==> src/design/icache_pkg.sv <==
// cache geometry, address field widths and controller state type
package icache_pkg;

  ////////////////////////////////////////////////////////////////////////////
  // address and data widths
  ////////////////////////////////////////////////////////////////////////////

  // byte address
  localparam int unsigned ADDR_W   = 32;
  // one instruction word
  localparam int unsigned FETCH_W  = 32;
  // one cache line, four words
  localparam int unsigned LINE_W   = 128;
  // byte offset within a line
  localparam int unsigned OFFSET_W = 4;

  ////////////////////////////////////////////////////////////////////////////
  // geometry
  ////////////////////////////////////////////////////////////////////////////

  localparam int unsigned NUM_SETS = 16;
  localparam int unsigned INDEX_W  = 4;
  localparam int unsigned NUM_WAYS = 4;
  localparam int unsigned WAY_W    = 2;

  // whatever is left above index and offset
  localparam int unsigned TAG_W    = ADDR_W - INDEX_W - OFFSET_W;

  ////////////////////////////////////////////////////////////////////////////
  // controller FSM
  ////////////////////////////////////////////////////////////////////////////

  // FLUSH        clears one set per cycle
  // IDLE         waits for a fetch or a pending flush
  // LOOKUP       array data is back, tag compare
  // REFILL_REQ   mem_req_o held until mem_ack_i
  // REFILL_WAIT  waits for mem_ack_i to fall
  // RESPOND      fetch_ack_o held until fetch_req_i falls
  typedef enum logic [2:0] {
    FLUSH,
    IDLE,
    LOOKUP,
    REFILL_REQ,
    REFILL_WAIT,
    RESPOND
  } state_e;

endpackage

==> src/design/icache_array_if.sv <==
// array access interface between controller, storage and hit logic
`timescale 1ns/1ns

interface icache_array_if;
  import icache_pkg::*;

  // set index of the incoming or latched fetch, from the top
  logic [INDEX_W-1:0]                 req_index;

  // requests towards the arrays
  logic                               rd_en;
  logic                               wr_en;
  logic                               clr_en;
  logic [INDEX_W-1:0]                 index;
  logic [NUM_WAYS-1:0]                wr_way_oh;
  // write payload, tag of the latched fetch and the refill line
  logic [TAG_W-1:0]                   wr_tag;
  logic [LINE_W-1:0]                  wr_line;

  // read data, one entry per way, valid the cycle after rd_en
  logic [NUM_WAYS-1:0][TAG_W-1:0]     rdata_tag;
  logic [NUM_WAYS-1:0]                rdata_valid;
  logic [NUM_WAYS-1:0][LINE_W-1:0]    rdata_line;

  modport controller (
    input  req_index,
    output rd_en, wr_en, clr_en, index, wr_way_oh
  );

  modport storage (
    input  rd_en, wr_en, clr_en, index, wr_way_oh, wr_tag, wr_line,
    output rdata_tag, rdata_valid, rdata_line
  );

  modport lookup (
    input req_index, rd_en, wr_en, clr_en, index, wr_way_oh, wr_tag, wr_line,
    input rdata_tag, rdata_valid, rdata_line
  );

endinterface

==> src/design/icache_hit_sel.sv <==
// tag compare, hit word select and replacement way choice with LFSR
`timescale 1ns/1ns

module icache_hit_sel (
  input  logic                              clk_i,
  input  logic                              rst_ni,
  input  logic [icache_pkg::TAG_W-1:0]      lookup_tag_i,
  input  logic [1:0]                        word_sel_i,
  output logic                              hit_o,
  output logic [icache_pkg::FETCH_W-1:0]    hit_word_o,
  output logic [icache_pkg::NUM_WAYS-1:0]   repl_way_oh_o,
  icache_array_if.lookup                    arr
);
  import icache_pkg::*;

  logic [NUM_WAYS-1:0]  way_hit;
  logic                 all_valid;
  logic [WAY_W-1:0]     inv_way;
  logic [WAY_W-1:0]     repl_way;
  // read data is valid in the cycle after rd_en
  logic                 rd_q;
  logic                 full_q;
  logic [NUM_WAYS-1:0]  repl_way_oh_q;
  logic [15:0]          lfsr_q;
  logic                 lfsr_fb;

  ////////////////////////////////////////////////////////////////////////////
  // hit detection and word mux
  ////////////////////////////////////////////////////////////////////////////

  always_comb begin
    hit_word_o = '0;
    for (int w = 0; w < NUM_WAYS; w++) begin
      way_hit[w] = arr.rdata_valid[w] && (arr.rdata_tag[w] == lookup_tag_i);
      // at most one way hits, so an OR is enough
      if (way_hit[w]) begin
        hit_word_o = hit_word_o | arr.rdata_line[w][word_sel_i*FETCH_W +: FETCH_W];
      end
    end
  end

  assign hit_o = |way_hit;

  ////////////////////////////////////////////////////////////////////////////
  // replacement
  ////////////////////////////////////////////////////////////////////////////

  assign all_valid = &arr.rdata_valid;

  // lowest numbered invalid way
  always_comb begin
    inv_way = '0;
    for (int w = NUM_WAYS - 1; w >= 0; w--) begin
      if (!arr.rdata_valid[w]) begin
        inv_way = WAY_W'(w);
      end
    end
  end

  assign repl_way = all_valid ? lfsr_q[WAY_W-1:0] : inv_way;

  // x^16 + x^14 + x^13 + x^11
  assign lfsr_fb = lfsr_q[15] ^ lfsr_q[13] ^ lfsr_q[12] ^ lfsr_q[10];

  always_ff @(posedge clk_i or negedge rst_ni) begin
    if (!rst_ni) begin
      rd_q          <= 1'b0;
      full_q        <= 1'b0;
      repl_way_oh_q <= NUM_WAYS'(1);
      lfsr_q        <= 16'hace1;
    end else begin
      rd_q <= arr.rd_en;
      if (rd_q) begin
        repl_way_oh_q <= NUM_WAYS'(1) << repl_way;
        full_q        <= all_valid;
      end
      // only evictions of a full set consume randomness
      if (arr.wr_en && full_q) begin
        lfsr_q <= {lfsr_q[14:0], lfsr_fb};
      end
    end
  end

  assign repl_way_oh_o = repl_way_oh_q;

  // a second hit means the same line was allocated twice
  hit_onehot: assert property (@(posedge clk_i) disable iff (!rst_ni)
    rd_q |-> $onehot0(way_hit))
    else $error("icache_hit_sel: multiple ways hit %b", way_hit);

endmodule

==> src/flat_wrapper.sv <==
// flat-port wrapper written by rule: the top's interface ports become plain ports
module icache_hit_sel_flat import icache_pkg::*;
  (clk_i, rst_ni, lookup_tag_i, word_sel_i, hit_o, hit_word_o, repl_way_oh_o, arr_req_index, arr_rd_en, arr_wr_en, arr_clr_en, arr_index, arr_wr_way_oh, arr_wr_tag, arr_wr_line, arr_rdata_tag, arr_rdata_valid, arr_rdata_line);
  icache_array_if arr_i ();
  input  logic clk_i;
  input  logic rst_ni;
  input  logic [icache_pkg::TAG_W-1:0] lookup_tag_i;
  input  logic [1:0] word_sel_i;
  output logic hit_o;
  output logic [icache_pkg::FETCH_W-1:0] hit_word_o;
  output logic [icache_pkg::NUM_WAYS-1:0] repl_way_oh_o;
  input wire logic [$bits(arr_i.req_index)-1:0] arr_req_index;
  input wire logic [$bits(arr_i.rd_en)-1:0] arr_rd_en;
  input wire logic [$bits(arr_i.wr_en)-1:0] arr_wr_en;
  input wire logic [$bits(arr_i.clr_en)-1:0] arr_clr_en;
  input wire logic [$bits(arr_i.index)-1:0] arr_index;
  input wire logic [$bits(arr_i.wr_way_oh)-1:0] arr_wr_way_oh;
  input wire logic [$bits(arr_i.wr_tag)-1:0] arr_wr_tag;
  input wire logic [$bits(arr_i.wr_line)-1:0] arr_wr_line;
  input wire logic [$bits(arr_i.rdata_tag)-1:0] arr_rdata_tag;
  input wire logic [$bits(arr_i.rdata_valid)-1:0] arr_rdata_valid;
  input wire logic [$bits(arr_i.rdata_line)-1:0] arr_rdata_line;
  assign arr_i.req_index = arr_req_index;
  assign arr_i.rd_en = arr_rd_en;
  assign arr_i.wr_en = arr_wr_en;
  assign arr_i.clr_en = arr_clr_en;
  assign arr_i.index = arr_index;
  assign arr_i.wr_way_oh = arr_wr_way_oh;
  assign arr_i.wr_tag = arr_wr_tag;
  assign arr_i.wr_line = arr_wr_line;
  assign arr_i.rdata_tag = arr_rdata_tag;
  assign arr_i.rdata_valid = arr_rdata_valid;
  assign arr_i.rdata_line = arr_rdata_line;
  icache_hit_sel u_core (.clk_i(clk_i), .rst_ni(rst_ni), .lookup_tag_i(lookup_tag_i), .word_sel_i(word_sel_i), .hit_o(hit_o), .hit_word_o(hit_word_o), .repl_way_oh_o(repl_way_oh_o), .arr(arr_i));
endmodule
==> config.mk <==
export PLATFORM = sky130hd
export DESIGN_NAME = icache_hit_sel_flat
export DESIGN_NICKNAME = d
export VERILOG_FILES = /design/src/design/icache_pkg.sv /design/src/design/icache_array_if.sv /design/src/design/icache_hit_sel.sv /design/src/flat_wrapper.sv
export SDC_FILE = /design/constraint.sdc
export NUM_CORES = 1
export LEC_CHECK = 0
export BUFFER_PORTS_ARGS = -buffer_cell sky130_fd_sc_hd__buf_2
export CAP_MARGIN = 40
export CORE_AREA = 10 10 319 321
export CTS_CLUSTER_DIAMETER = 120
export DETAILED_ROUTE_END_ITERATION = 8
export DIE_AREA = 0 0 329 331
export GPL_ROUTABILITY_DRIVEN = 0
export SLEW_MARGIN = 30
export SYNTH_ARGS = -nofsm -noshare
export SYNTH_HDL_FRONTEND = slang
export SYNTH_SLANG_ARGS = --single-unit
==> constraint.sdc <==
create_clock -name clk_i -period 3.5 [get_ports clk_i]
set_clock_uncertainty 0.15 [all_clocks]
set_input_delay 0.175 -clock clk_i [delete_from_list [all_inputs] [get_ports clk_i]]
set_output_delay 0.175 -clock clk_i [all_outputs]
set_load 0.01 [all_outputs]
==> flow_summary.json, run 1 <==
{
  "status": "finished, final reports clean",
  "globalRouteOverflowTotal": 0,
  "syn_inst": 566,
  "syn_to_final_growth_pct": 79.58,
  "crit_buf_inv": 3,
  "place_hpwl_um": 65970,
  "ys_async_sr_fraction": 1.000,
  "fp.coreArea_mm2": 0.09571,
  "ff2ff_path_depth": 2,
  "tightest_slew_ns": 0.6708,
  "synth_cell_types": 25,
  "fin_setup_tns_ns": 0,
  "drc": 0,
  "syn_area_mm2": 0.006312,
  "crit_path_max_incr_delay_ns": 0.41,
  "fmax_mhz": 362.8,
  "crit_slowest_cell": "nand4_1",
  "power_density_mw_per_mm2": 139.1,
  "drv_cap": 0,
  "drive_above_1_share": 0.7324,
  "ant_nets": 0,
  "start_kind": "input port",
  "start_util": 0.06595,
  "yosys-top-cells-count": "nand3_1, mux4_2, xnor2_1, nand4_1, buf_2",
  "critical_path_arrival_ns": 2.43,
  "grt_pass1_wl_um": 92410,
  "clock_sinks": 22,
  "critical_path.max_fanout": 33,
  "ir_worst_vdd_v": 0.0001462,
  "seq_area_um2": 561.8,
  "hold_class": "in2reg",
  "postSynthAreaPerCell_um2": 11.15,
  "firstDrtPassIters": 5,
  "yosys-top-cells-area": "mux4_2, xnor2_1, nand3_1, nand4_1, dfrtp_1",
  "post_drt_wl_per_cell_um": 29.52,
  "yosys_warnings": 0,
  "insertion_delay_ns": 0.25,
  "floorplan.rows": 114,
  "multi_input_area_mm2": 0.005266,
  "startpoint": "lookup_tag_i[16]",
  "io_buffers": 678,
  "required_ns": 3.17,
  "setup-violations-final": 0,
  "slew_violations": 0,
  "fillCellCount": 11050,
  "io_pins": 844,
  "endpoint_kind": "output port",
  "cp_cell_sequence": "buf_2 > xnor2_1 > nand4_1 > nor3_4 > buf_12 > nand3_1 > nand4_1 > buf_2",
  "syn-num-nets": 1373,
  "slew_headroom": 0.5517,
  "power_leakage_nw": 4.761,
  "hold_viol": 0,
  "ctsResizeCount": 0,
  "die_area_mm2": 0.1089,
  "cts_buffers": 3,
  "cts.path.max_buffers": 2,
  "cts_root_buf": "clkbuf_16",
  "grt_max_degree": 38,
  "crit_end": "hit_word_o[10]",
  "crit_family": "simple AND/OR/NAND/NOR gates",
  "synth_edf_count": 0,
  "yosysMostFrequentCell": "nand3_1",
  "ys.flop_type": "dfrtp_1",
  "dieWidth_um": 329,
  "num-nets-final": 2004,
  "vias": 8660,
  "path_clk_slew_ns": 0.05,
  "drtIter0Drc": 504,
  "timing_worst_setup_path_type": "in2out",
  "r2r-end": "u_core.lfsr_q[9]$_DFFE_PN0P_",
  "total_power_w": 0.001577,
  "ff2ff_setup_slack_ns": 1.93,
  "die_h_um": 331,
  "cp.depth": 8,
  "reg2reg_from": "u_core.full_q$_DFFE_PN0P_",
  "seq_area_frac_synth": 0.08900,
  "rsz0062_at_grt": "no",
  "timing.final.crit_share": 0.7876,
  "wirelength_um": 73570,
  "yosysTopAreaCellShare": 0.4567,
  "track_usage": 0.1276,
  "fin_crit_ns": 2.756,
  "vias_per_cell": 3.475,
  "synth.largest_area_cell": "mux4_2",
  "htreeDepth": 1,
  "antenna_found_initial": 96,
  "grt_pass1_vias": 9525,
  "tritoncts": "yes",
  "synth_seq_cells": 22
}
cell families (layout without fill, tap and decap cells):
kind of cell | after synthesis | in the layout | synth area share
other | 0 | 20 | 0
AND/OR/NAND/NOR | 209 | 209 | 0.1891
AO/OA/AOI/OAI | 8 | 8 | 0.008127
XOR/XNOR | 99 | 99 | 0.1481
buffers and inverters | 84 | 714 | 0.08067
flip-flops | 22 | 22 | 0.08900
multiplexers | 144 | 144 | 0.4850
layer usage:
| layer | global-route usage | up-vias | routed length [um] |
|---|---|---|---|
| li1 | - | 3577 | - |
| met1 | 0.1486 | 4128 | 28160 |
| met3 | 0.06605 | 174 | 9702 |
| met2 | 0.2041 | 703 | 32890 |
| met4 | 0.03336 | 78 | 2305 |
| met5 | 0 | - | 505 |
worst min-delay path by stage:
stage | cells past startpoint | start | end
floorplan | 0 | rst_ni | u_core.full_q$_DFFE_PN0P_
global placement | 1 | rst_ni | u_core.lfsr_q[12]$_DFFE_PN0P_
finish | 3 | arr_rdata_valid[2] | u_core.full_q$_DFFE_PN0P_
global route | 3 | arr_rdata_valid[3] | u_core.full_q$_DFFE_PN0P_
detailed placement | 1 | rst_ni | u_core.lfsr_q[12]$_DFFE_PN0P_
CTS | 3 | arr_rdata_valid[2] | u_core.full_q$_DFFE_PN0P_
cells in the final DEF (no fill, tap or decap), types with 6 or more instances in the layout:
cell     instances
nand3_1        131
xnor2_1         90
diode_2         20
nand4_1         53
inv_1            6
buf_12          12
mux4_2         128
xnor2_2          9
mux2_2          15
buf_2          676
dfstp_2          9
nand2_1         14
buf_4           12
dfrtp_1         13
cell type report:
| cell class | instances | area share |
|---|---|---|
| tap | 1276 | 0.1408 |
| antenna | 20 | 0.004415 |
| timing repair buffer | 704 | 0.3317 |
| multi-input combinational | 460 | 0.4646 |
| clock buffer | 4 | 0.006954 |
| sequential | 22 | 0.04956 |
| inverter | 6 | 0.001987 |
power by group:
group          internal [W]  switching, W  total (W)
clock              0.000155     0.0000843   0.000239
combinational      0.000594      0.000480    0.00107
sequential         0.000261    0.00000348   0.000264
total               0.00101      0.000568    0.00158
tightest hold or removal path, cell delays in order:
cell and delay [ns]:
buf_2 0.12, nand4_1 0.08, mux2i_1 0.06
state kept, by name, summed over array words and instances, names as in the netlist:
signal and flops:
u_core.full_q 1, u_core.repl_way_oh_o 4, u_core.rd_q 1, u_core.lfsr_q 16
what timing repair did:
| action | CTS | global route |
|---|---|---|
| buffers inserted | 0 | 0 |
| hold endpoints to repair | 14 | 0 |
| hold buffers | 2 | 0 |
per-stage QoR:
step / area, um2 / hold WS (ns) / setup WS [ns] / utilization / instances
floorplan: 6312 / -0.2706 / 1.769 / - / 566
global placement: 11190 / 0.006290 / 0.8171 / 0.1169 / 2466
detailed placement: 11190 / 0.01344 / 0.8086 / 0.1169 / 2466
CTS: 11290 / 0.08411 / 0.7973 / 0.1179 / 2472
global route: 11300 / 0.09259 / 0.7345 / 0.1180 / 2476
finish: 11340 / 0.08678 / 0.7435 / 0.1184 / 2492
No activity file was read; power rests on OpenSTA's default activity.
==> run 2, diff against run 1 <==
clock period = 2.8 ns   (was 3.5 ns; I/O delays follow)
==> run 2 against run 1 <==
Worst hold slack got worse by 0.035 ns. Clock power increased by 25%. Register-to-register slack got worse by 0.67 ns. Count of clock-buffer cells in the layout unchanged. Total power increased by 26%. Critical path depth increased by 1. Core utilization increased by 0.071 points. Sequential share of layout area about the same. Cell count increased by 0.20%. Design area increased by 0.60%.
==> flow_summary.json, run 2 (synthesis results as in run 1) <==
{
  "status": "finished, final reports clean",
  "setup-violations-final": 0,
  "fin_setup_tns_ns": 0,
  "rsz0062_at_grt": "no",
  "post_cts_buffers": 0,
  "firstDrtPassIters": 5,
  "htreeDepth": 1,
  "clock_sinks": 22,
  "insertion_delay_ns": 0.25,
  "die_h_um": 331,
  "track_usage": 0.1286,
  "final_cell_mix": "buf_2, nand3_1, mux4_2",
  "place_hpwl_um": 66700,
  "fp.coreArea_mm2": 0.09571,
  "critical_path_arrival_ns": 2.18,
  "fin_util": 0.1191,
  "seq_area_um2": 561.8,
  "grt_pass1_vias": 9595,
  "cts_buffers": 3,
  "cts_root_buf": "clkbuf_16",
  "hold_viol": 0,
  "grt_pass1_wl_um": 92990,
  "drc": 0,
  "syn_to_final_growth_pct": 80.65,
  "antenna_found_initial": 88,
  "vias": 8764,
  "drtIter0Drc": 566,
  "start_util": 0.06595,
  "tightest_slew_ns": 0.6383,
  "vias_per_cell": 3.510,
  "fin_crit_ns": 2.469,
  "largest-register": "u_core.lfsr_q",
  "fmax_mhz": 405.0,
  "grt_max_degree": 36,
  "fillCellCount": 11040,
  "final_common_cell": "buf_2",
  "setup_slack_ns": 0.3308,
  "endpoint_kind": "output port",
  "met1_length_um": 28030,
  "cts.path.max_buffers": 2,
  "power_density_mw_per_mm2": 174.4,
  "largest_reg_flops": 16,
  "timing.final.crit_share": 0.8819,
  "globalRouteOverflowTotal": 0,
  "drive_above_1_share": 0.7338,
  "timing_worst_setup_path_type": "in2out",
  "num-nets-final": 2010,
  "slew_violations": 0,
  "io_buffers": 678,
  "route.met2.wl_um": 33490,
  "path_clk_slew_ns": 0.06,
  "slew_headroom": 0.5734,
  "tritoncts": "yes",
  "multi_input_area_mm2": 0.005266,
  "die_area_mm2": 0.1089,
  "io_pins": 844,
  "critical_path.max_fanout": 23,
  "met3WireLength_um": 10490,
  "wirelength_um": 74500,
  "required_ns": 2.51,
  "ant_nets": 0,
  "drv_cap": 0,
  "start_kind": "input port",
  "floorplan.rows": 114,
  "post_drt_wl_per_cell_um": 29.84,
  "power_leakage_nw": 4.798,
  "ir_worst_vdd_v": 0.0001617,
  "top_layer": "met5",
  "dieWidth_um": 329,
  "post-place-ws_ns": 0.3562,
  "hold_class": "in2reg"
}
run 2: area by class of cell:
type / instances / area share
multi-input combinational: 460 / 0.4618
timing repair buffer: 710 / 0.3359
tap: 1276 / 0.1400
sequential: 22 / 0.04927
clock buffer: 4 / 0.006912
antenna: 19 / 0.004169
inverter: 6 / 0.001975
run 2: final timing paths:
kind	from	end	slack (ns)	depth (start not counted)
max reg2reg	u_core.full_q$_DFFE_PN0P_	u_core.lfsr_q[12]$_DFFE_PN0P_	1.26	2
min reg2reg	u_core.lfsr_q[0]$_DFFE_PN1P_	u_core.lfsr_q[0]$_DFFE_PN1P_	0.34	2
max in group asynchronous	rst_ni	u_core.lfsr_q[7]$_DFFE_PN1P_	1.83	2
min	arr_rdata_valid[3]	u_core.full_q$_DFFE_PN0P_	0.05	3
min in group asynchronous	rst_ni	u_core.lfsr_q[3]$_DFFE_PN0P_	0.31	2
max	lookup_tag_i[1]	hit_word_o[25]	0.33	9
run 2: what timing repair did:
action | 4_1_cts | 5_1_grt
hold endpoints to repair | 14 | 0
gates resized for setup | 0 | 0
hold buffers | 2 | 0
run 2: per-layer routing:
metal  GRT usage  vias up
met1      0.1465     4206
li1            -     3589
met4     0.03011       66
met5           0        -
met2      0.2091      734
met3     0.06962      169
run 2: critical path: stages:
cell     delay, ns
buf_2         0.15
xnor2_1       0.23
nand4_1       0.33
nor4_4        0.40
buf_12        0.26
buf_4         0.27
nand3_1       0.10
nand4_1       0.10
buf_2         0.15
run 2: power breakdown:
part           total, W  internal (W)  switching [W]
Combinational   0.00136      0.000749       0.000611
Clock          0.000298      0.000194       0.000104
Sequential     0.000330      0.000326     0.00000455
Total           0.00199       0.00127       0.000720
run 2: metrics by stage:
step | instances | hold slack, ns | cell area (um2) | total power (W)
global placement | 2472 | -0.02925 | 11260 | 0.001691
CTS | 2478 | 0.05177 | 11360 | 0.002019
detailed placement | 2472 | -0.01292 | 11260 | 0.001711
floorplan | 566 | -0.3056 | 6312 | 0.0009549
finish | 2497 | 0.05173 | 11400 | 0.001988
global route | 2482 | 0.07402 | 11370 | 0.002104
==> run 3, diff against run 2 <==
clock period = 2.35 ns   (was 2.8 ns; I/O delays follow)
==> run 3 against run 2 <==
First-iteration DRC count down 24%. Via count up 0.75%. Total power up 20%. Largest power group unchanged. Register-to-register slack worse by 0.46 ns. Die area unchanged.
==> flow_summary.json, run 3 (synthesis results as in run 1) <==
{
  "status": "finished, final reports clean",
  "start_util": 0.06595,
  "required_ns": 2.08,
  "clock_sinks": 22,
  "ff2ff_setup_slack_ns": 0.80,
  "track_usage": 0.1280,
  "firstDrtPassIters": 5,
  "io_pins": 844,
  "placed_cells": 2492,
  "cts_buffers": 3,
  "drtIter0Drc": 432,
  "globalRouteOverflowTotal": 0,
  "cts_root_buf": "clkbuf_16",
  "final_common_cell": "buf_2",
  "insertion_delay_ns": 0.25,
  "start_kind": "input port",
  "fmax_mhz": 433.4,
  "vias": 8830,
  "reg2reg_from": "u_core.full_q$_DFFE_PN0P_",
  "drc": 0,
  "die_area_mm2": 0.1089,
  "hold-path-cell-count": 3,
  "vias_per_cell": 3.503,
  "ff2ff_path_depth": 2,
  "startpoint": "lookup_tag_i[20]",
  "layoutNonFillerInstCount": 2521,
  "r2r-end": "u_core.lfsr_q[14]$_DFFE_PN0P_",
  "ant_nets": 0,
  "num-nets-final": 2041,
  "antenna_found_initial": 92,
  "io_buffers": 678,
  "crit_slowest_cell": "nor4_4",
  "floorplan.rows": 114,
  "tritoncts": "yes",
  "critical_path.max_fanout": 20,
  "fin_crit_ns": 2.307,
  "power_leakage_nw": 5.037,
  "grt_max_degree": 47,
  "cts.path.max_buffers": 2,
  "dieWidth_um": 329,
  "largest_reg_flops": 16,
  "fin_setup_tns_ns": 0,
  "path_clk_slew_ns": 0.06,
  "syn_to_final_growth_pct": 88.84,
  "grt_pass1_wl_um": 92550,
  "htreeDepth": 1,
  "wirelength_um": 74230,
  "endpoint_kind": "output port",
  "power_density_mw_per_mm2": 200.0,
  "fillCellCount": 11040,
  "hold_class": "in2reg",
  "final_cell_mix": "buf_2, nand3_1, mux4_2",
  "crit_buf_inv": 5,
  "die_h_um": 331,
  "cp_cell_sequence": "buf_2 > buf_4 > xnor2_1 > nand4_1 > nor4_4 > buf_12 > buf_12 > nand3_1 > nand4_1 > buf_2",
  "hold_viol": 0,
  "crit_path_max_incr_delay_ns": 0.36,
  "grt_pass1_vias": 9508,
  "drv_cap": 0,
  "slew_headroom": 0.5672,
  "drive_above_1_share": 0.7461,
  "setup-violations-final": 0,
  "slew_violations": 0,
  "timing_worst_setup_path_type": "in2out",
  "fp.coreArea_mm2": 0.09571,
  "critical_path_arrival_ns": 2.04,
  "cp.depth": 10,
  "largest-register": "u_core.lfsr_q",
  "tightest_slew_ns": 0.6476,
  "ir_worst_vdd_v": 0.0002140,
  "crit_end": "hit_word_o[13]",
  "place_hpwl_um": 67720,
  "rsz0062_at_grt": "yes",
  "crit_family": "buffers and inverters",
  "post_drt_wl_per_cell_um": 29.44,
  "timing.final.crit_share": 0.9818
}
## run 3: changes by cell type in the layout (fill, tap and decap cells not counted), moves of 4 or more
cell / delta
buf_4: +19
buf_12: +14
buf_2: -11
diode_2: -7
buf_6: +5
xnor2_1: -4
xnor2_2: +4
## run 3: metrics by stage
stage	power, W	util	worst slack (ns)	hold WS, ns	area (um2)
2_1_floorplan	0.001138	-	0.7344	-0.3281	6312
3_3_place_gp	0.002031	0.1207	-0.1199	-0.04730	11550
3_5_place_dp	0.002049	0.1207	-0.1202	-0.04412	11550
4_1_cts	0.002418	0.1230	-0.005818	0.02591	11770
5_1_grt	0.002527	0.1243	-0.05486	0.05450	11900
6_report	0.002385	0.1245	0.04284	0.02833	11920
## run 3: worst reg2reg max path: cells and delay by family, from the launching register on
family           cells  cell delay (ns)
muxes                1             0.42
DFF                  1             0.38
and+or+nand+nor      1             0.48
## run 3: where the power goes
| part | internal (W) | switching, W |
|---|---|---|
| combinational | 0.000913 | 0.000723 |
| clock | 0.000231 | 0.000124 |
| sequential | 0.000388 | 0.00000552 |
| total | 0.00153 | 0.000852 |
## run 3: what timing repair did
action | in CTS | in global routing
resized for setup | 8 | 18
pin swaps | 4 | 3
setup endpoints to repair | 25 | 25
buffers inserted | 5 | 4
cloned | 1 | 2
hold buffers | 2 | 0
endpoints found under the hold margin | 14 | 0
## run 3: area by class of cell
type | count | area [um2] | area share
multi-input combinational | 460 | 5311 | 0.4456
tap | 1276 | 1597 | 0.1339
clock buffer | 4 | 78.83 | 0.006613
timing repair buffer | 741 | 4319 | 0.3623
sequential | 22 | 561.8 | 0.04713
antenna | 12 | 30.03 | 0.002519
inverter | 6 | 22.52 | 0.001889
## run 3: worst min path at each step
stage | startpoint | to | slack [ns]
after floorplan | rst_ni | u_core.full_q$_DFFE_PN0P_ | -0.33
after global placement | rst_ni | u_core.lfsr_q[9]$_DFFE_PN0P_ | -0.05
after detailed placement | rst_ni | u_core.lfsr_q[12]$_DFFE_PN0P_ | -0.04
after CTS | arr_rdata_valid[3] | u_core.full_q$_DFFE_PN0P_ | 0.03
after global routing | arr_rdata_valid[3] | u_core.full_q$_DFFE_PN0P_ | 0.05
final | arr_rdata_valid[3] | u_core.full_q$_DFFE_PN0P_ | 0.03
## run 3: per-layer routing
metal  up-vias  global-route usage  part of all wire
met5         -                   0            0.0077
met4        86             0.03031             0.032
met3       193             0.07021              0.14
met2       693              0.2050              0.44
met1      4218              0.1476              0.38
li1       3640                   -                 -
