[src/design/icache_pkg.sv]
// cache geometry, address field widths and controller state type
package icache_pkg;

  ////////////////////////////////////////////////////////////////////////////
  // address and data widths
  ////////////////////////////////////////////////////////////////////////////

  // byte address
  localparam int unsigned ADDR_W   = 32;
  // one instruction word
  localparam int unsigned FETCH_W  = 32;
  // one cache line, four words
  localparam int unsigned LINE_W   = 128;
  // byte offset within a line
  localparam int unsigned OFFSET_W = 4;

  ////////////////////////////////////////////////////////////////////////////
  // geometry
  ////////////////////////////////////////////////////////////////////////////

  localparam int unsigned NUM_SETS = 16;
  localparam int unsigned INDEX_W  = 4;
  localparam int unsigned NUM_WAYS = 4;
  localparam int unsigned WAY_W    = 2;

  // whatever is left above index and offset
  localparam int unsigned TAG_W    = ADDR_W - INDEX_W - OFFSET_W;

  ////////////////////////////////////////////////////////////////////////////
  // controller FSM
  ////////////////////////////////////////////////////////////////////////////

  // FLUSH        clears one set per cycle
  // IDLE         waits for a fetch or a pending flush
  // LOOKUP       array data is back, tag compare
  // REFILL_REQ   mem_req_o held until mem_ack_i
  // REFILL_WAIT  waits for mem_ack_i to fall
  // RESPOND      fetch_ack_o held until fetch_req_i falls
  typedef enum logic [2:0] {
    FLUSH,
    IDLE,
    LOOKUP,
    REFILL_REQ,
    REFILL_WAIT,
    RESPOND
  } state_e;

endpackage

[src/design/icache_array_if.sv]
// array access interface between controller, storage and hit logic
`timescale 1ns/1ns

interface icache_array_if;
  import icache_pkg::*;

  // set index of the incoming or latched fetch, from the top
  logic [INDEX_W-1:0]                 req_index;

  // requests towards the arrays
  logic                               rd_en;
  logic                               wr_en;
  logic                               clr_en;
  logic [INDEX_W-1:0]                 index;
  logic [NUM_WAYS-1:0]                wr_way_oh;
  // write payload, tag of the latched fetch and the refill line
  logic [TAG_W-1:0]                   wr_tag;
  logic [LINE_W-1:0]                  wr_line;

  // read data, one entry per way, valid the cycle after rd_en
  logic [NUM_WAYS-1:0][TAG_W-1:0]     rdata_tag;
  logic [NUM_WAYS-1:0]                rdata_valid;
  logic [NUM_WAYS-1:0][LINE_W-1:0]    rdata_line;

  modport controller (
    input  req_index,
    output rd_en, wr_en, clr_en, index, wr_way_oh
  );

  modport storage (
    input  rd_en, wr_en, clr_en, index, wr_way_oh, wr_tag, wr_line,
    output rdata_tag, rdata_valid, rdata_line
  );

  modport lookup (
    input req_index, rd_en, wr_en, clr_en, index, wr_way_oh, wr_tag, wr_line,
    input rdata_tag, rdata_valid, rdata_line
  );

endinterface

[src/design/icache_ctrl.sv]
// controller FSM with flush counter, enable register and handshake control
`timescale 1ns/1ns

module icache_ctrl (
  input  logic                          clk_i,
  input  logic                          rst_ni,
  input  logic                          en_i,
  input  logic                          flush_i,
  input  logic                          fetch_req_i,
  output logic                          fetch_ack_o,
  output logic                          mem_req_o,
  input  logic                          mem_ack_i,
  input  logic                          hit_i,
  input  logic [icache_pkg::NUM_WAYS-1:0] repl_way_oh_i,
  output logic                          fill_o,
  icache_array_if.controller            arr
);
  import icache_pkg::*;

  state_e               state_d, state_q;
  // cache only turns on through a flush
  logic                 en_d, en_q;
  // flush request seen but not yet served
  logic                 flush_d, flush_q;
  logic [INDEX_W-1:0]   flush_cnt_d, flush_cnt_q;
  logic                 ack_d, ack_q;

  ////////////////////////////////////////////////////////////////////////////
  // array requests
  ////////////////////////////////////////////////////////////////////////////

  // refill line is on mem_line_i in the cycle of the ack
  assign fill_o        = (state_q == REFILL_REQ) && mem_ack_i;
  // uncached mode fetches the line but never allocates it
  assign arr.wr_en     = fill_o && en_q;
  assign arr.clr_en    = (state_q == FLUSH);
  assign arr.index     = (state_q == FLUSH) ? flush_cnt_q : arr.req_index;
  assign arr.wr_way_oh = repl_way_oh_i;

  assign mem_req_o     = (state_q == REFILL_REQ);
  assign fetch_ack_o   = ack_q;

  ////////////////////////////////////////////////////////////////////////////
  // next state
  ////////////////////////////////////////////////////////////////////////////

  always_comb begin
    state_d     = state_q;
    // dropping en_i turns the cache off right away
    en_d        = en_q & en_i;
    flush_d     = flush_q | flush_i;
    flush_cnt_d = flush_cnt_q;
    ack_d       = ack_q;
    arr.rd_en   = 1'b0;

    unique case (state_q)
      FLUSH: begin
        flush_cnt_d = flush_cnt_q + 1'b1;
        if (flush_cnt_q == INDEX_W'(NUM_SETS - 1)) begin
          state_d     = IDLE;
          flush_d     = 1'b0;
          flush_cnt_d = '0;
          en_d        = en_i;
        end
      end
      IDLE: begin
        // flush wins over a new fetch, also the flush on enable
        if (flush_d || (en_i && !en_q)) begin
          state_d = FLUSH;
        end else if (fetch_req_i) begin
          // read all ways, address gets latched on the same edge
          arr.rd_en = 1'b1;
          state_d   = LOOKUP;
        end
      end
      LOOKUP: begin
        if (hit_i && en_q) begin
          state_d = RESPOND;
        end else begin
          state_d = REFILL_REQ;
        end
      end
      REFILL_REQ: begin
        if (mem_ack_i) begin
          state_d = REFILL_WAIT;
        end
      end
      REFILL_WAIT: begin
        // finish the memory handshake before answering
        if (!mem_ack_i) begin
          state_d = RESPOND;
        end
      end
      RESPOND: begin
        if (!ack_q) begin
          ack_d = 1'b1;
        end else if (!fetch_req_i) begin
          ack_d   = 1'b0;
          state_d = IDLE;
        end
      end
      default: begin
        state_d = IDLE;
      end
    endcase
  end

  always_ff @(posedge clk_i or negedge rst_ni) begin
    if (!rst_ni) begin
      state_q     <= IDLE;
      en_q        <= 1'b0;
      flush_q     <= 1'b0;
      flush_cnt_q <= '0;
      ack_q       <= 1'b0;
    end else begin
      state_q     <= state_d;
      en_q        <= en_d;
      flush_q     <= flush_d;
      flush_cnt_q <= flush_cnt_d;
      ack_q       <= ack_d;
    end
  end

  ////////////////////////////////////////////////////////////////////////////
  // assertions
  ////////////////////////////////////////////////////////////////////////////

  state_legal: assert property (@(posedge clk_i) disable iff (!rst_ni)
    state_q inside {FLUSH, IDLE, LOOKUP, REFILL_REQ, REFILL_WAIT, RESPOND})
    else $error("icache_ctrl: illegal state %0d", state_q);

  // a refill must never land in a set that is being cleared
  wr_clr_excl: assert property (@(posedge clk_i) disable iff (!rst_ni)
    !(arr.wr_en && arr.clr_en))
    else $error("icache_ctrl: line write during flush");

endmodule

[src/flat_wrapper.sv]
// flat-port wrapper written by rule: the top's interface ports become plain ports
module icache_ctrl_flat import icache_pkg::*;
  (clk_i, rst_ni, en_i, flush_i, fetch_req_i, fetch_ack_o, mem_req_o, mem_ack_i, hit_i, repl_way_oh_i, fill_o, arr_req_index, arr_rd_en, arr_wr_en, arr_clr_en, arr_index, arr_wr_way_oh);
  icache_array_if arr_i ();
  input  logic clk_i;
  input  logic rst_ni;
  input  logic en_i;
  input  logic flush_i;
  input  logic fetch_req_i;
  output logic fetch_ack_o;
  output logic mem_req_o;
  input  logic mem_ack_i;
  input  logic hit_i;
  input  logic [icache_pkg::NUM_WAYS-1:0] repl_way_oh_i;
  output logic fill_o;
  input wire logic [$bits(arr_i.req_index)-1:0] arr_req_index;
  output wire logic [$bits(arr_i.rd_en)-1:0] arr_rd_en;
  output wire logic [$bits(arr_i.wr_en)-1:0] arr_wr_en;
  output wire logic [$bits(arr_i.clr_en)-1:0] arr_clr_en;
  output wire logic [$bits(arr_i.index)-1:0] arr_index;
  output wire logic [$bits(arr_i.wr_way_oh)-1:0] arr_wr_way_oh;
  assign arr_i.req_index = arr_req_index;
  assign arr_rd_en = arr_i.rd_en;
  assign arr_wr_en = arr_i.wr_en;
  assign arr_clr_en = arr_i.clr_en;
  assign arr_index = arr_i.index;
  assign arr_wr_way_oh = arr_i.wr_way_oh;
  icache_ctrl u_core (.clk_i(clk_i), .rst_ni(rst_ni), .en_i(en_i), .flush_i(flush_i), .fetch_req_i(fetch_req_i), .fetch_ack_o(fetch_ack_o), .mem_req_o(mem_req_o), .mem_ack_i(mem_ack_i), .hit_i(hit_i), .repl_way_oh_i(repl_way_oh_i), .fill_o(fill_o), .arr(arr_i));
endmodule
[config.mk]
export PLATFORM = sky130hd
export DESIGN_NAME = icache_ctrl_flat
export DESIGN_NICKNAME = d
export VERILOG_FILES = /design/src/design/icache_pkg.sv /design/src/design/icache_array_if.sv /design/src/design/icache_ctrl.sv /design/src/flat_wrapper.sv
export SDC_FILE = /design/constraint.sdc
export NUM_CORES = 1
export LEC_CHECK = 0
export ABC_AREA = 1
export BUFFER_PORTS_ARGS = -buffer_cell sky130_fd_sc_hd__buf_2
export CORE_UTILIZATION = 44
export CTS_CLUSTER_DIAMETER = 40
export DETAILED_ROUTE_END_ITERATION = 10
export GPL_ROUTABILITY_DRIVEN = 0
export PLACE_DENSITY = 0.79
export SYNTH_ARGS = -nofsm -noshare
export SYNTH_HDL_FRONTEND = slang
export SYNTH_SLANG_ARGS = --single-unit
[constraint.sdc]
create_clock -name clk_i -period 1.6 [get_ports clk_i]
set_input_delay 0.08 -clock clk_i [delete_from_list [all_inputs] [get_ports clk_i]]
set_output_delay 0.08 -clock clk_i [all_outputs]
set_load 0.01 [all_outputs]
==> results.md, run 1 <==
- Status: completed
- Antenna diodes: 0
- Clock Latency Late Sink: 0.26 ns
- Number of synthesized flops with an enable pin: 0
- Total CTS buffers: 3
- CP max stage delay: between 0.4 and 0.5 ns
- Combinational Power Share: slightly below 50%
- Slew Limit Fails: 0
- Switching Fraction: 45.40%
- Fmax: about 670 MHz
- Critical Path RT: around 1.5 ns
- Final nets: between 100 and 150
- Total I/O pin count: 29
- IR drop worst, VDD: between 1000 and 1500 µV
- Vias in the first global route: 518
- CP arrival: about 1.4 ns
- Worst Tran Pin Value: 0.2444 ns
- Skew final: 0.01125 ns
- Via count: around 620
- Final WS setup: around 0.098 ns
- Antenna violations before repair: 0
- Worst Setup End Kind: output pin
- Final Total Pwr: 1258 µW
- Drt pass-1 iters: 4
- Die Y: approximately 40 µm
- Average wire per standard cell: around 11 µm
- Final HPWL DP: roughly 1000 µm
- P_leak: approximately 0.00042 µW
- Crit path top cell by count: nand2_1
- Crit start category: flip-flop
- Synth Register Bits: 10
- Largest net degree at the start of global routing: 11
- First-pass GRT wire length: approximately 2100 µm
- Core Region: approximately 1300 µm²
- Internal cell power: just under 700 µW
- Clock buffer depth: 2
- Port bufs: 20
- Via-to-Cell Ratio: approximately 5.0
- Synth cell types: 22
- Layout cells sized above 1: 31.82%
- Unrepaired setup endpoints after global routing: true
- Die ar.: 1610 µm²
- Post-route ant nets: 0
- CTS tree: yes
- Row count: 13
- Mapped Cells: 89
- Final Hold Fails: 0
- Post-synth net total: about 110
- Die X-Extent: approximately 40 µm
- Sequential fraction of the synthesis area: between 30 and 40%
- Routed WL: 1324 µm
- Initial core utilization: between 40% and 50%
- Crit-path slowest cell: dfrtp_1
- Max cap viols: 0
- Reg power frac: ~36%
- Gr usage total: between 20 and 25%
- Cell area power density: about 1600 nW/µm²
- Asr flop ratio synth: 100.0%
- Worst-path clk slew: 0.07 ns
- Residual DRC: 0
- Fin crit share: a little over nine tenths
- CP Max Fanout: 9
- Setup violators final: 0
- Rel. slew slack: between 80% and 90%
- Worst min path class: primary input to flip-flop
- Sw Pwr: roughly 570 µW
- Clock sinks: 10
- Total gr overflow: 0
- Fin Setup TNS: 0 ns
- Layout area overhead: 20.55%
- Mapped Area: 639.4 µm²
- CP Cell Sequence: nor2_2, nand2_4, clkinv_2, nand2_1, nand2_1, buf_2
- Mean Syn Cell Area: ~7.2 µm²
- Critical path type: flip-flop to output pin
- Post-CTS Repair Setup Buffers: 0
- Most used DFF post-synth: dfrtp_1
- DRC marker count from the first detailed-route iteration: 23
- Clock power share: ~14%
- CTS H-tree lvls: 1
- Synthesis Warnings: 0
- Final min period: ~1.5 ns
- Placement Setup Slack: approximately 0.28 ns
- CTS Root Cell: clkbuf_4
==> power by group through the flow <==
stage                     Sequential [µW]  Clock (µW)  Combinational [µW]
after floorplan                       440           0                 447
after global placement                458           0                 604
after detailed placement              456           0                 617
after CTS                             452         187                 623
after global routing                  469         197                 708
final                                 455         179                 624
==> cells in the final DEF, fill, tap and decap left out, types with 2 or more instances in the layout <==
cell type	instances
nand3_1	9
clkbuf_4	3
nand4_1	2
o21ai_0	3
a21oi_1	2
nor2_1	5
buf_2	20
dfrtp_1	8
inv_1	6
nand2_1	32
nor2_2	5
==> worst paths after layout <==
kind	startpoint	endpoint	slack (ns)	cells past startpoint
worst max-delay path	u_core.state_q[1]	arr_index[2]	0.1	6
worst min-delay path	flush_i	u_core.flush_q	0.07	2
worst max register to register	u_core.flush_cnt_q[1]	u_core.state_q[2]	0.23	8
worst min register to register	u_core.flush_q	u_core.flush_q	0.49	1
max in group asynchronous	rst_ni	u_core.state_q[0]	1.12	2
min in group asynchronous	rst_ni	u_core.flush_cnt_q[1]	0.21	2
==> critical path: cells and delay by family, from the launching register on <==
| family | cells | cell delay, ns |
|---|---|---|
| flops | 1 | 0.46 |
| buf+inv | 2 | 0.22 |
| simple gates | 4 | 0.48 |
==> layer usage <==
metal | GRT usage, % | vias up | share of wire (%)
li1 | - | 328 | -
met2 | 31.05 | 21 | 45
met1 | 26.55 | 272 | 47
met3 | 8.333 | 2 | 7.4
met5 | 0 | - | 0
met4 | 6.034 | 0 | 0.91
==> cell usage after synthesis, types with 2 or more instances <==
library cell	n	area [µm²]
inv_1	6	22.52
nor2_2	4	25.02
a21oi_1	2	10.01
o21ai_0	3	15.01
nand3_1	9	45.04
dfrtp_1	9	225.2
nor2_1	6	22.52
nand4_1	2	12.51
buf_4	4	30.03
nand2_1	32	120.1
==> sequential cells by signal, summed over array words and instances (netlist names) <==
register            flops
u_core.fetch_ack_o      1
u_core.flush_q          1
u_core.flush_cnt_q      4
u_core.en_q             1
u_core.state_q          3
==> cell families after synthesis <==
group                      share of synthesized area [%]
AOI/OAI and AO/OA                                  7.045
xor gates and xnor gates                           1.370
adders and majority gates                          1.957
buffers and inverters                              9.588
DFF                                                39.34
and+or+nand+nor                                    40.70
==> per-stage QoR <==
stage,hold WS (ns),area [µm²],utilization [%],std cells
after CTS,0.06712,764.5,57.32,125
after detailed placement,-0.04556,728.2,54.60,120
after floorplan,-0.2156,639.4,-,89
after global placement,-0.04491,728.2,54.60,120
final,0.07206,770.7,57.79,125
after global routing,0.07193,770.7,57.79,125
==> cell type report <==
type | instances | area [µm²]
Fill cell | 133 | 563.0
Multi-Input combinational cell | 67 | 329.1
Sequential cell | 10 | 252.7
Timing Repair Buffer | 21 | 110.1
Inverter | 8 | 33.78
Clock buffer | 4 | 26.28
Tap cell | 15 | 18.77
==> what timing repair did <==
| action | CTS | global route |
|---|---|---|
| gates resized for setup | 0 | 3 |
| endpoints found under the setup margin | 0 | 2 |
| endpoints found under the hold margin | 10 | 0 |
| hold buffers | 1 | 0 |
(Power assumes the default switching activity.)
==> run 2, diff against run 1 <==
--- a/config.mk
+++ b/config.mk
@@ -7,11 +7,12 @@
 export LEC_CHECK = 0
 export ABC_AREA = 1
 export BUFFER_PORTS_ARGS = -buffer_cell sky130_fd_sc_hd__buf_2
-export CORE_UTILIZATION = 44
+export CORE_UTILIZATION = 47
+export CTS_BUF_LIST = sky130_fd_sc_hd__clkbuf_2
 export CTS_CLUSTER_DIAMETER = 40
 export DETAILED_ROUTE_END_ITERATION = 10
 export GPL_ROUTABILITY_DRIVEN = 0
-export PLACE_DENSITY = 0.79
+export PLACE_DENSITY = 0.83
 export SYNTH_ARGS = -nofsm -noshare
 export SYNTH_HDL_FRONTEND = slang
 export SYNTH_SLANG_ARGS = --single-unit
==> results.md, run 2 (synthesis results as in run 1) <==
- Die Y: 38.88 µm (was 40.12 µm)
- Area of the multi-input gates: 339.1 µm² (was 329.1 µm²)
- Slew Limit Fails: 0 (unchanged)
- Rel. slew slack: 84.46% (was 83.71%)
- Die X-Extent: 38.88 µm (was 40.12 µm)
- Via-to-Cell Ratio: 5.254 (was 4.984)
- Crit path max-delay family: flip-flops (was simple AND/OR/NAND/NOR gates)
- Largest net degree at the start of global routing: 11 (unchanged)
- Die ar.: 1512 µm² (was 1610 µm²)
- Row count: 12 (was 13)
- First-pass GRT wire length: 2166 µm (was 2145 µm)
- Via count: 662 (was 623)
- Post-route cell area: 788.3 µm² (was 770.7 µm²)
- Largest register FFs: 4 (unchanged)
- Worst Setup End Kind: output pin (unchanged)
- Final Hold Fails: 0 (unchanged)
- Fin crit share: 96.44% (was 93.88%)
- Fmax: 648.1 MHz (was 665.7 MHz)
- Cell Area, Placed: 726.9 µm² (was 728.2 µm²)
- Gr usage total: 21.71% (was 20.51%)
- Layout area overhead: 23.29% (was 20.55%)
- Final Total Pwr: 1253 µW (was 1258 µW)
- CTS H-tree lvls: 1 (unchanged)
- CP Cell Sequence: nand2_1, nor2_2, inv_1, nor3_2, buf_2 (was nor2_2, nand2_4, clkinv_2, nand2_1, nand2_1, buf_2)
- Cell area power density: 1590 nW/µm² (was 1633 nW/µm²)
- Total I/O pin count: 29 (unchanged)
- CP Max Fanout: 6 (was 9)
- Worst hold slack: 0.04940 ns (was 0.07206 ns)
- Core Region: 1186 µm² (was 1334 µm²)
- Drt pass-1 iters: 4 (unchanged)
- Total CTS buffers: 3 (unchanged)
- CTS tree: yes (unchanged)
- Routed WL: 1494 µm (was 1324 µm)
- Clock sinks: 10 (unchanged)
- GRT met3 Usage: 10.40% (was 8.333%)
- Worst Tran Pin Value: 0.2332 ns (was 0.2444 ns)
- Post-route ant nets: 0 (unchanged)
- Final HPWL DP: 1068 µm (was 1035 µm)
- FF+latch area: 254.0 µm² (was 252.7 µm²)
- Initial core utilization: 53.90% (was 47.94%)
- Largest Register: u_core.flush_cnt_q (unchanged)
- Total gr overflow: 0 (unchanged)
- Critical Path RT: 1.52 ns (about the same)
- Final nets: 129 (was 127)
- FILL cells: 111 (was 133)
- Antenna diodes: 0 (unchanged)
- Residual DRC: 0 (unchanged)
- Crit start category: flip-flop (unchanged)
- Final core utilization: 66.46% (was 57.79%)
- P_leak: 0.0004323 µW (was 0.0004217 µW)
- IR drop worst, VDD: 761.4 µV (was 1082 µV)
- Top flop regs: u_core.flush_cnt_q x4, u_core.state_q x3 (unchanged)
- Most Used Layer, Global Route: met2 (unchanged)
- GR Layer Usage met1: 26.79% (was 26.55%)
- Buffers and inverters on the worst path: 2 (unchanged)
- CP arrival: 1.46 ns (was 1.42 ns)
- CP max stage delay: 0.62 ns (was 0.46 ns)
- Worst-path clk slew: 0.09 ns (was 0.07 ns)
- Critical path type: flip-flop to output pin (unchanged)
- Most frequent cells in the layout: nand2_1, buf_2, nand3_1 (unchanged)
- Port bufs: 20 (unchanged)
- Most common cell after layout, fill and taps aside: nand2_1 (unchanged)
- Clock Latency Late Sink: 0.27 ns (was 0.26 ns)
- Max cap viols: 0 (unchanged)
- Fin Setup TNS: 0 ns (unchanged)
- Clock buffer depth: 2 (unchanged)
- Status: completed (unchanged)
- Layout cells sized above 1: 35.71% (was 31.82%)
- Skew final: 0.01280 ns (was 0.01125 ns)
- Crit-path slowest cell: dfstp_2 (was dfrtp_1)
- Antenna violations before repair: 0 (unchanged)
- Met2 Resource Use GR: 33.75% (was 31.05%)
- Final min period: 1.543 ns (was 1.502 ns)
- DRC marker count from the first detailed-route iteration: 29 (was 23)
- Average wire per standard cell: 11.86 µm (was 10.59 µm)
- Setup violators final: 0 (unchanged)
- Vias in the first global route: 545 (was 518)
- Worst min path class: primary input to flip-flop (unchanged)
- CTS Root Cell: clkbuf_2 (was clkbuf_4)
[run 2: changes by cell type in the layout (fill, tap and decap cells not counted), sizes merged]
cell / before / now
clkinv: 1 / 0
inv: 7 / 8
buf: 20 / 22
[run 2: final cells by class]
class | instances | area share [%]
multi-input cells | 67 | 43.02
flip-flops and latches | 10 | 32.22
clock buffers | 4 | 2.540
inverters | 8 | 4.127
well taps | 14 | 2.222
repair buffers | 23 | 15.87
[run 2: per-stage QoR]
step	std cells	setup WS, ns
2_1_floorplan	89	0.3842
3_3_place_gp	119	0.3180
3_5_place_dp	119	0.2882
4_1_cts	124	0.05010
5_1_grt	126	-0.06147
6_report	126	0.05692
[run 2: per-layer routing]
layer  wire, µm  share of wire, %
met1        625                42
met2        756                51
met3        104               7.0
met4          8              0.54
met5          0                 0
[run 2: path summary, 6_finish.rpt]
path | slack, ns | end | cells past startpoint | start
max in group asynchronous | 1.14 | u_core.state_q[0] | 2 | rst_ni
min in group asynchronous | 0.19 | u_core.flush_cnt_q[3] | 2 | rst_ni
worst max register to register | 0.23 | u_core.state_q[0] | 9 | u_core.state_q[0]
worst max-delay path | 0.06 | arr_wr_en | 5 | u_core.state_q[0]
worst min register to register | 0.49 | u_core.flush_q | 1 | u_core.flush_q
worst min-delay path | 0.05 | u_core.flush_q | 2 | flush_i
[run 2: where the power goes]
part | total [µW] | internal [µW] | switching [µW]
combinational | 638 | 246 | 393
sequential | 458 | 353 | 105
clock | 157 | 66.3 | 90.8
[run 2: what timing repair did]
action                                 CTS  global route
setup buffers                            0             2
resized for setup                        0             6
setup endpoints to repair                0             6
endpoints found under the hold margin   10             0
hold buffers                             1             0
==> run 3, diff against run 2 <==
--- a/config.mk
+++ b/config.mk
@@ -6,7 +6,7 @@
 export NUM_CORES = 1
 export LEC_CHECK = 0
 export ABC_AREA = 1
-export BUFFER_PORTS_ARGS = -buffer_cell sky130_fd_sc_hd__buf_2
+export BUFFER_PORTS_ARGS = -buffer_cell sky130_fd_sc_hd__buf_4
 export CORE_UTILIZATION = 47
 export CTS_BUF_LIST = sky130_fd_sc_hd__clkbuf_2
 export CTS_CLUSTER_DIAMETER = 40
==> results.md, run 3 (synthesis results as in run 1) <==
- Core Region: 1186 µm² (unchanged)
- CTS Root Cell: clkbuf_2 (unchanged)
- CP arrival: 1.48 ns (was 1.46 ns)
- Switching Fraction: 45.41% (was 46.95%)
- CTS tree: yes (unchanged)
- Skew final: 0.0004997 ns (was 0.01280 ns)
- Average wire per standard cell: 11.62 µm (was 11.86 µm)
- Metal3 WL: 74 µm (was 104 µm)
- Max cap viols: 0 (unchanged)
- Residual DRC: 0 (unchanged)
- Largest Register: u_core.flush_cnt_q (unchanged)
- Critical Path RT: 1.52 ns (about the same)
- IR drop worst, VDD: 1091 µV (was 761.4 µV)
- Clock Latency Late Sink: 0.27 ns (about the same)
- CP Max Fanout: 6 (unchanged)
- Placed Cells: 119 (unchanged)
- CTS H-tree lvls: 1 (unchanged)
- Post-route insts no fill: 125 (was 126)
- Wl on met1: 717 µm (was 625 µm)
- Total I/O pin count: 29 (unchanged)
- Top flop regs: u_core.flush_cnt_q x4, u_core.state_q x3 (unchanged)
- Die X-Extent: 38.88 µm (unchanged)
- Antenna diodes: 0 (unchanged)
- Setup violators final: 0 (unchanged)
- R2R depth: 9 (unchanged)
- Drt pass-1 iters: 4 (unchanged)
- Row count: 12 (unchanged)
- Via count: 634 (was 662)
- Rel. slew slack: 79.09% (was 84.46%)
- Most common cell after layout, fill and taps aside: nand2_1 (unchanged)
- Crit start category: flip-flop (unchanged)
- Met2 wire length: 641 µm (was 756 µm)
- Reg power frac: 34.2% (was 36.5%)
- Critical path type: flip-flop to output pin (unchanged)
- First-pass GRT wire length: 2304 µm (was 2166 µm)
- Layout area overhead: 28.96% (was 23.29%)
- Worst Setup End Kind: output pin (unchanged)
- Most frequent cells in the layout: nand2_1, buf_4, nand3_1 (was nand2_1, buf_2, nand3_1)
- Final min period: 1.564 ns (was 1.543 ns)
- Combinational Power Share: 53.6% (was 50.9%)
- Final nets: 128 (was 129)
- Cell Area, Placed: 777.0 µm² (was 726.9 µm²)
- Final HPWL DP: 1069 µm (was 1068 µm)
- DRC marker count from the first detailed-route iteration: 17 (was 29)
- Antenna violations before repair: 0 (unchanged)
- Routed WL: 1452 µm (was 1494 µm)
- Placement Setup Slack: 0.2986 ns (was 0.2882 ns)
- Fin crit share: 97.75% (was 96.44%)
- Worst-path clk slew: 0.11 ns (was 0.09 ns)
- Total gr overflow: 0 (unchanged)
- Post-route ant nets: 0 (unchanged)
- Layout cells sized above 1: 33.33% (was 35.71%)
- Post-route cell area: 824.5 µm² (was 788.3 µm²)
- Sw Pwr: 612.0 µW (was 588.5 µW)
- Hold Path Cell Cnt: 2 (unchanged)
- Cell area power density: 1634 nW/µm² (was 1590 nW/µm²)
- Internal cell power: 735.6 µW (was 665.0 µW)
- Status: completed (unchanged)
- Die Y: 38.88 µm (unchanged)
- Vias in the first global route: 551 (was 545)
- Top routing layer in use: met4 (unchanged)
- Initial core utilization: 53.90% (unchanged)
- Gr usage total: 22.95% (was 21.71%)
- Final WS setup: 0.03604 ns (was 0.05692 ns)
- Slew Limit Fails: 0 (unchanged)
- Final Hold Fails: 0 (unchanged)
- Via-to-Cell Ratio: 5.072 (was 5.254)
- Worst Tran Pin Value: 0.3136 ns (was 0.2332 ns)
- Clock buffer depth: 2 (unchanged)
- Die ar.: 1512 µm² (unchanged)
- Largest register FFs: 4 (unchanged)
- FF-to-FF setup slack: 0.24 ns (was 0.23 ns)
- Clock sinks: 10 (unchanged)
- Worst hold slack: 0.03262 ns (was 0.04940 ns)
- P_leak: 0.0004424 µW (was 0.0004323 µW)
- Port bufs: 20 (unchanged)
- Clock power share: 12.2% (was 12.5%)
- Fin Setup TNS: 0 ns (unchanged)
- Fmax: 639.4 MHz (was 648.1 MHz)
- FILL cells: 108 (was 111)
- Total CTS buffers: 3 (unchanged)
- Worst min path class: primary input to flip-flop (unchanged)
- Largest net degree at the start of global routing: 11 (unchanged)
==> run 3: cell count changes in the layout (fill, tap and decap cells not counted) <==
cell / before / now
nor3_1: 0 / 1
dfrtp_2: 2 / 1
buf_2: 20 / 0
nor3_2: 1 / 0
dfrtp_1: 7 / 8
buf_4: 2 / 21
==> run 3: power groups by stage <==
stage / sequential, µW / clock (µW) / combinational, µW
2_1_floorplan: 440 / 0 / 447
3_3_place_gp: 452 / 0 / 658
3_5_place_dp: 457 / 0 / 676
4_1_cts: 453 / 163 / 685
5_1_grt: 472 / 178 / 819
6_report: 461 / 164 / 723
==> run 3: per-layer routing <==
metal	vias to the layer above	GRT usage, %
li1	330	-
met1	277	32.26
met2	24	34.17
met3	3	5.202
met4	0	7.759
met5	-	0
==> run 3: final timing paths <==
kind                                   start                     to
max in group asynchronous             rst_ni      u_core.state_q[0]
min in group asynchronous             rst_ni  u_core.flush_cnt_q[3]
setup / recovery           u_core.state_q[0]              arr_wr_en
setup reg to reg           u_core.state_q[0]      u_core.state_q[2]
hold / removal                       flush_i         u_core.flush_q
hold reg to reg               u_core.flush_q         u_core.flush_q
==> run 3: per-stage QoR <==
step	power (µW)	util, %
after floorplan	887.5	-
after global placement	1110	65.51
after detailed placement	1133	65.51
after CTS	1301	68.04
after global routing	1468	69.51
final	1348	69.51
==> run 3: worst max-delay path, cell delays in order (launching register included) <==
cell and delay, ns:
dfstp_2 0.62, nand2_1 0.08, nor2_2 0.13, inv_1 0.07, nor3_1 0.16, buf_4 0.16
==> run 3: area by class of cell <==
class | instances | area [µm²] | area share (%)
Timing Repair Buffer | 22 | 167.7 | 20.33
Tap cell | 14 | 17.52 | 2.124
Sequential cell | 10 | 252.7 | 30.65
Inverter | 8 | 32.53 | 3.945
Multi-Input combinational cell | 67 | 334.1 | 40.52
Clock buffer | 4 | 20.02 | 2.428
==> run 3: what timing repair did <==
action / in CTS / in global routing
hold buffers: 1 / 0
endpoints found under the hold margin: 10 / 0
resized for setup: 0 / 4
setup buffers: 0 / 1
setup endpoints to repair: 0 / 4
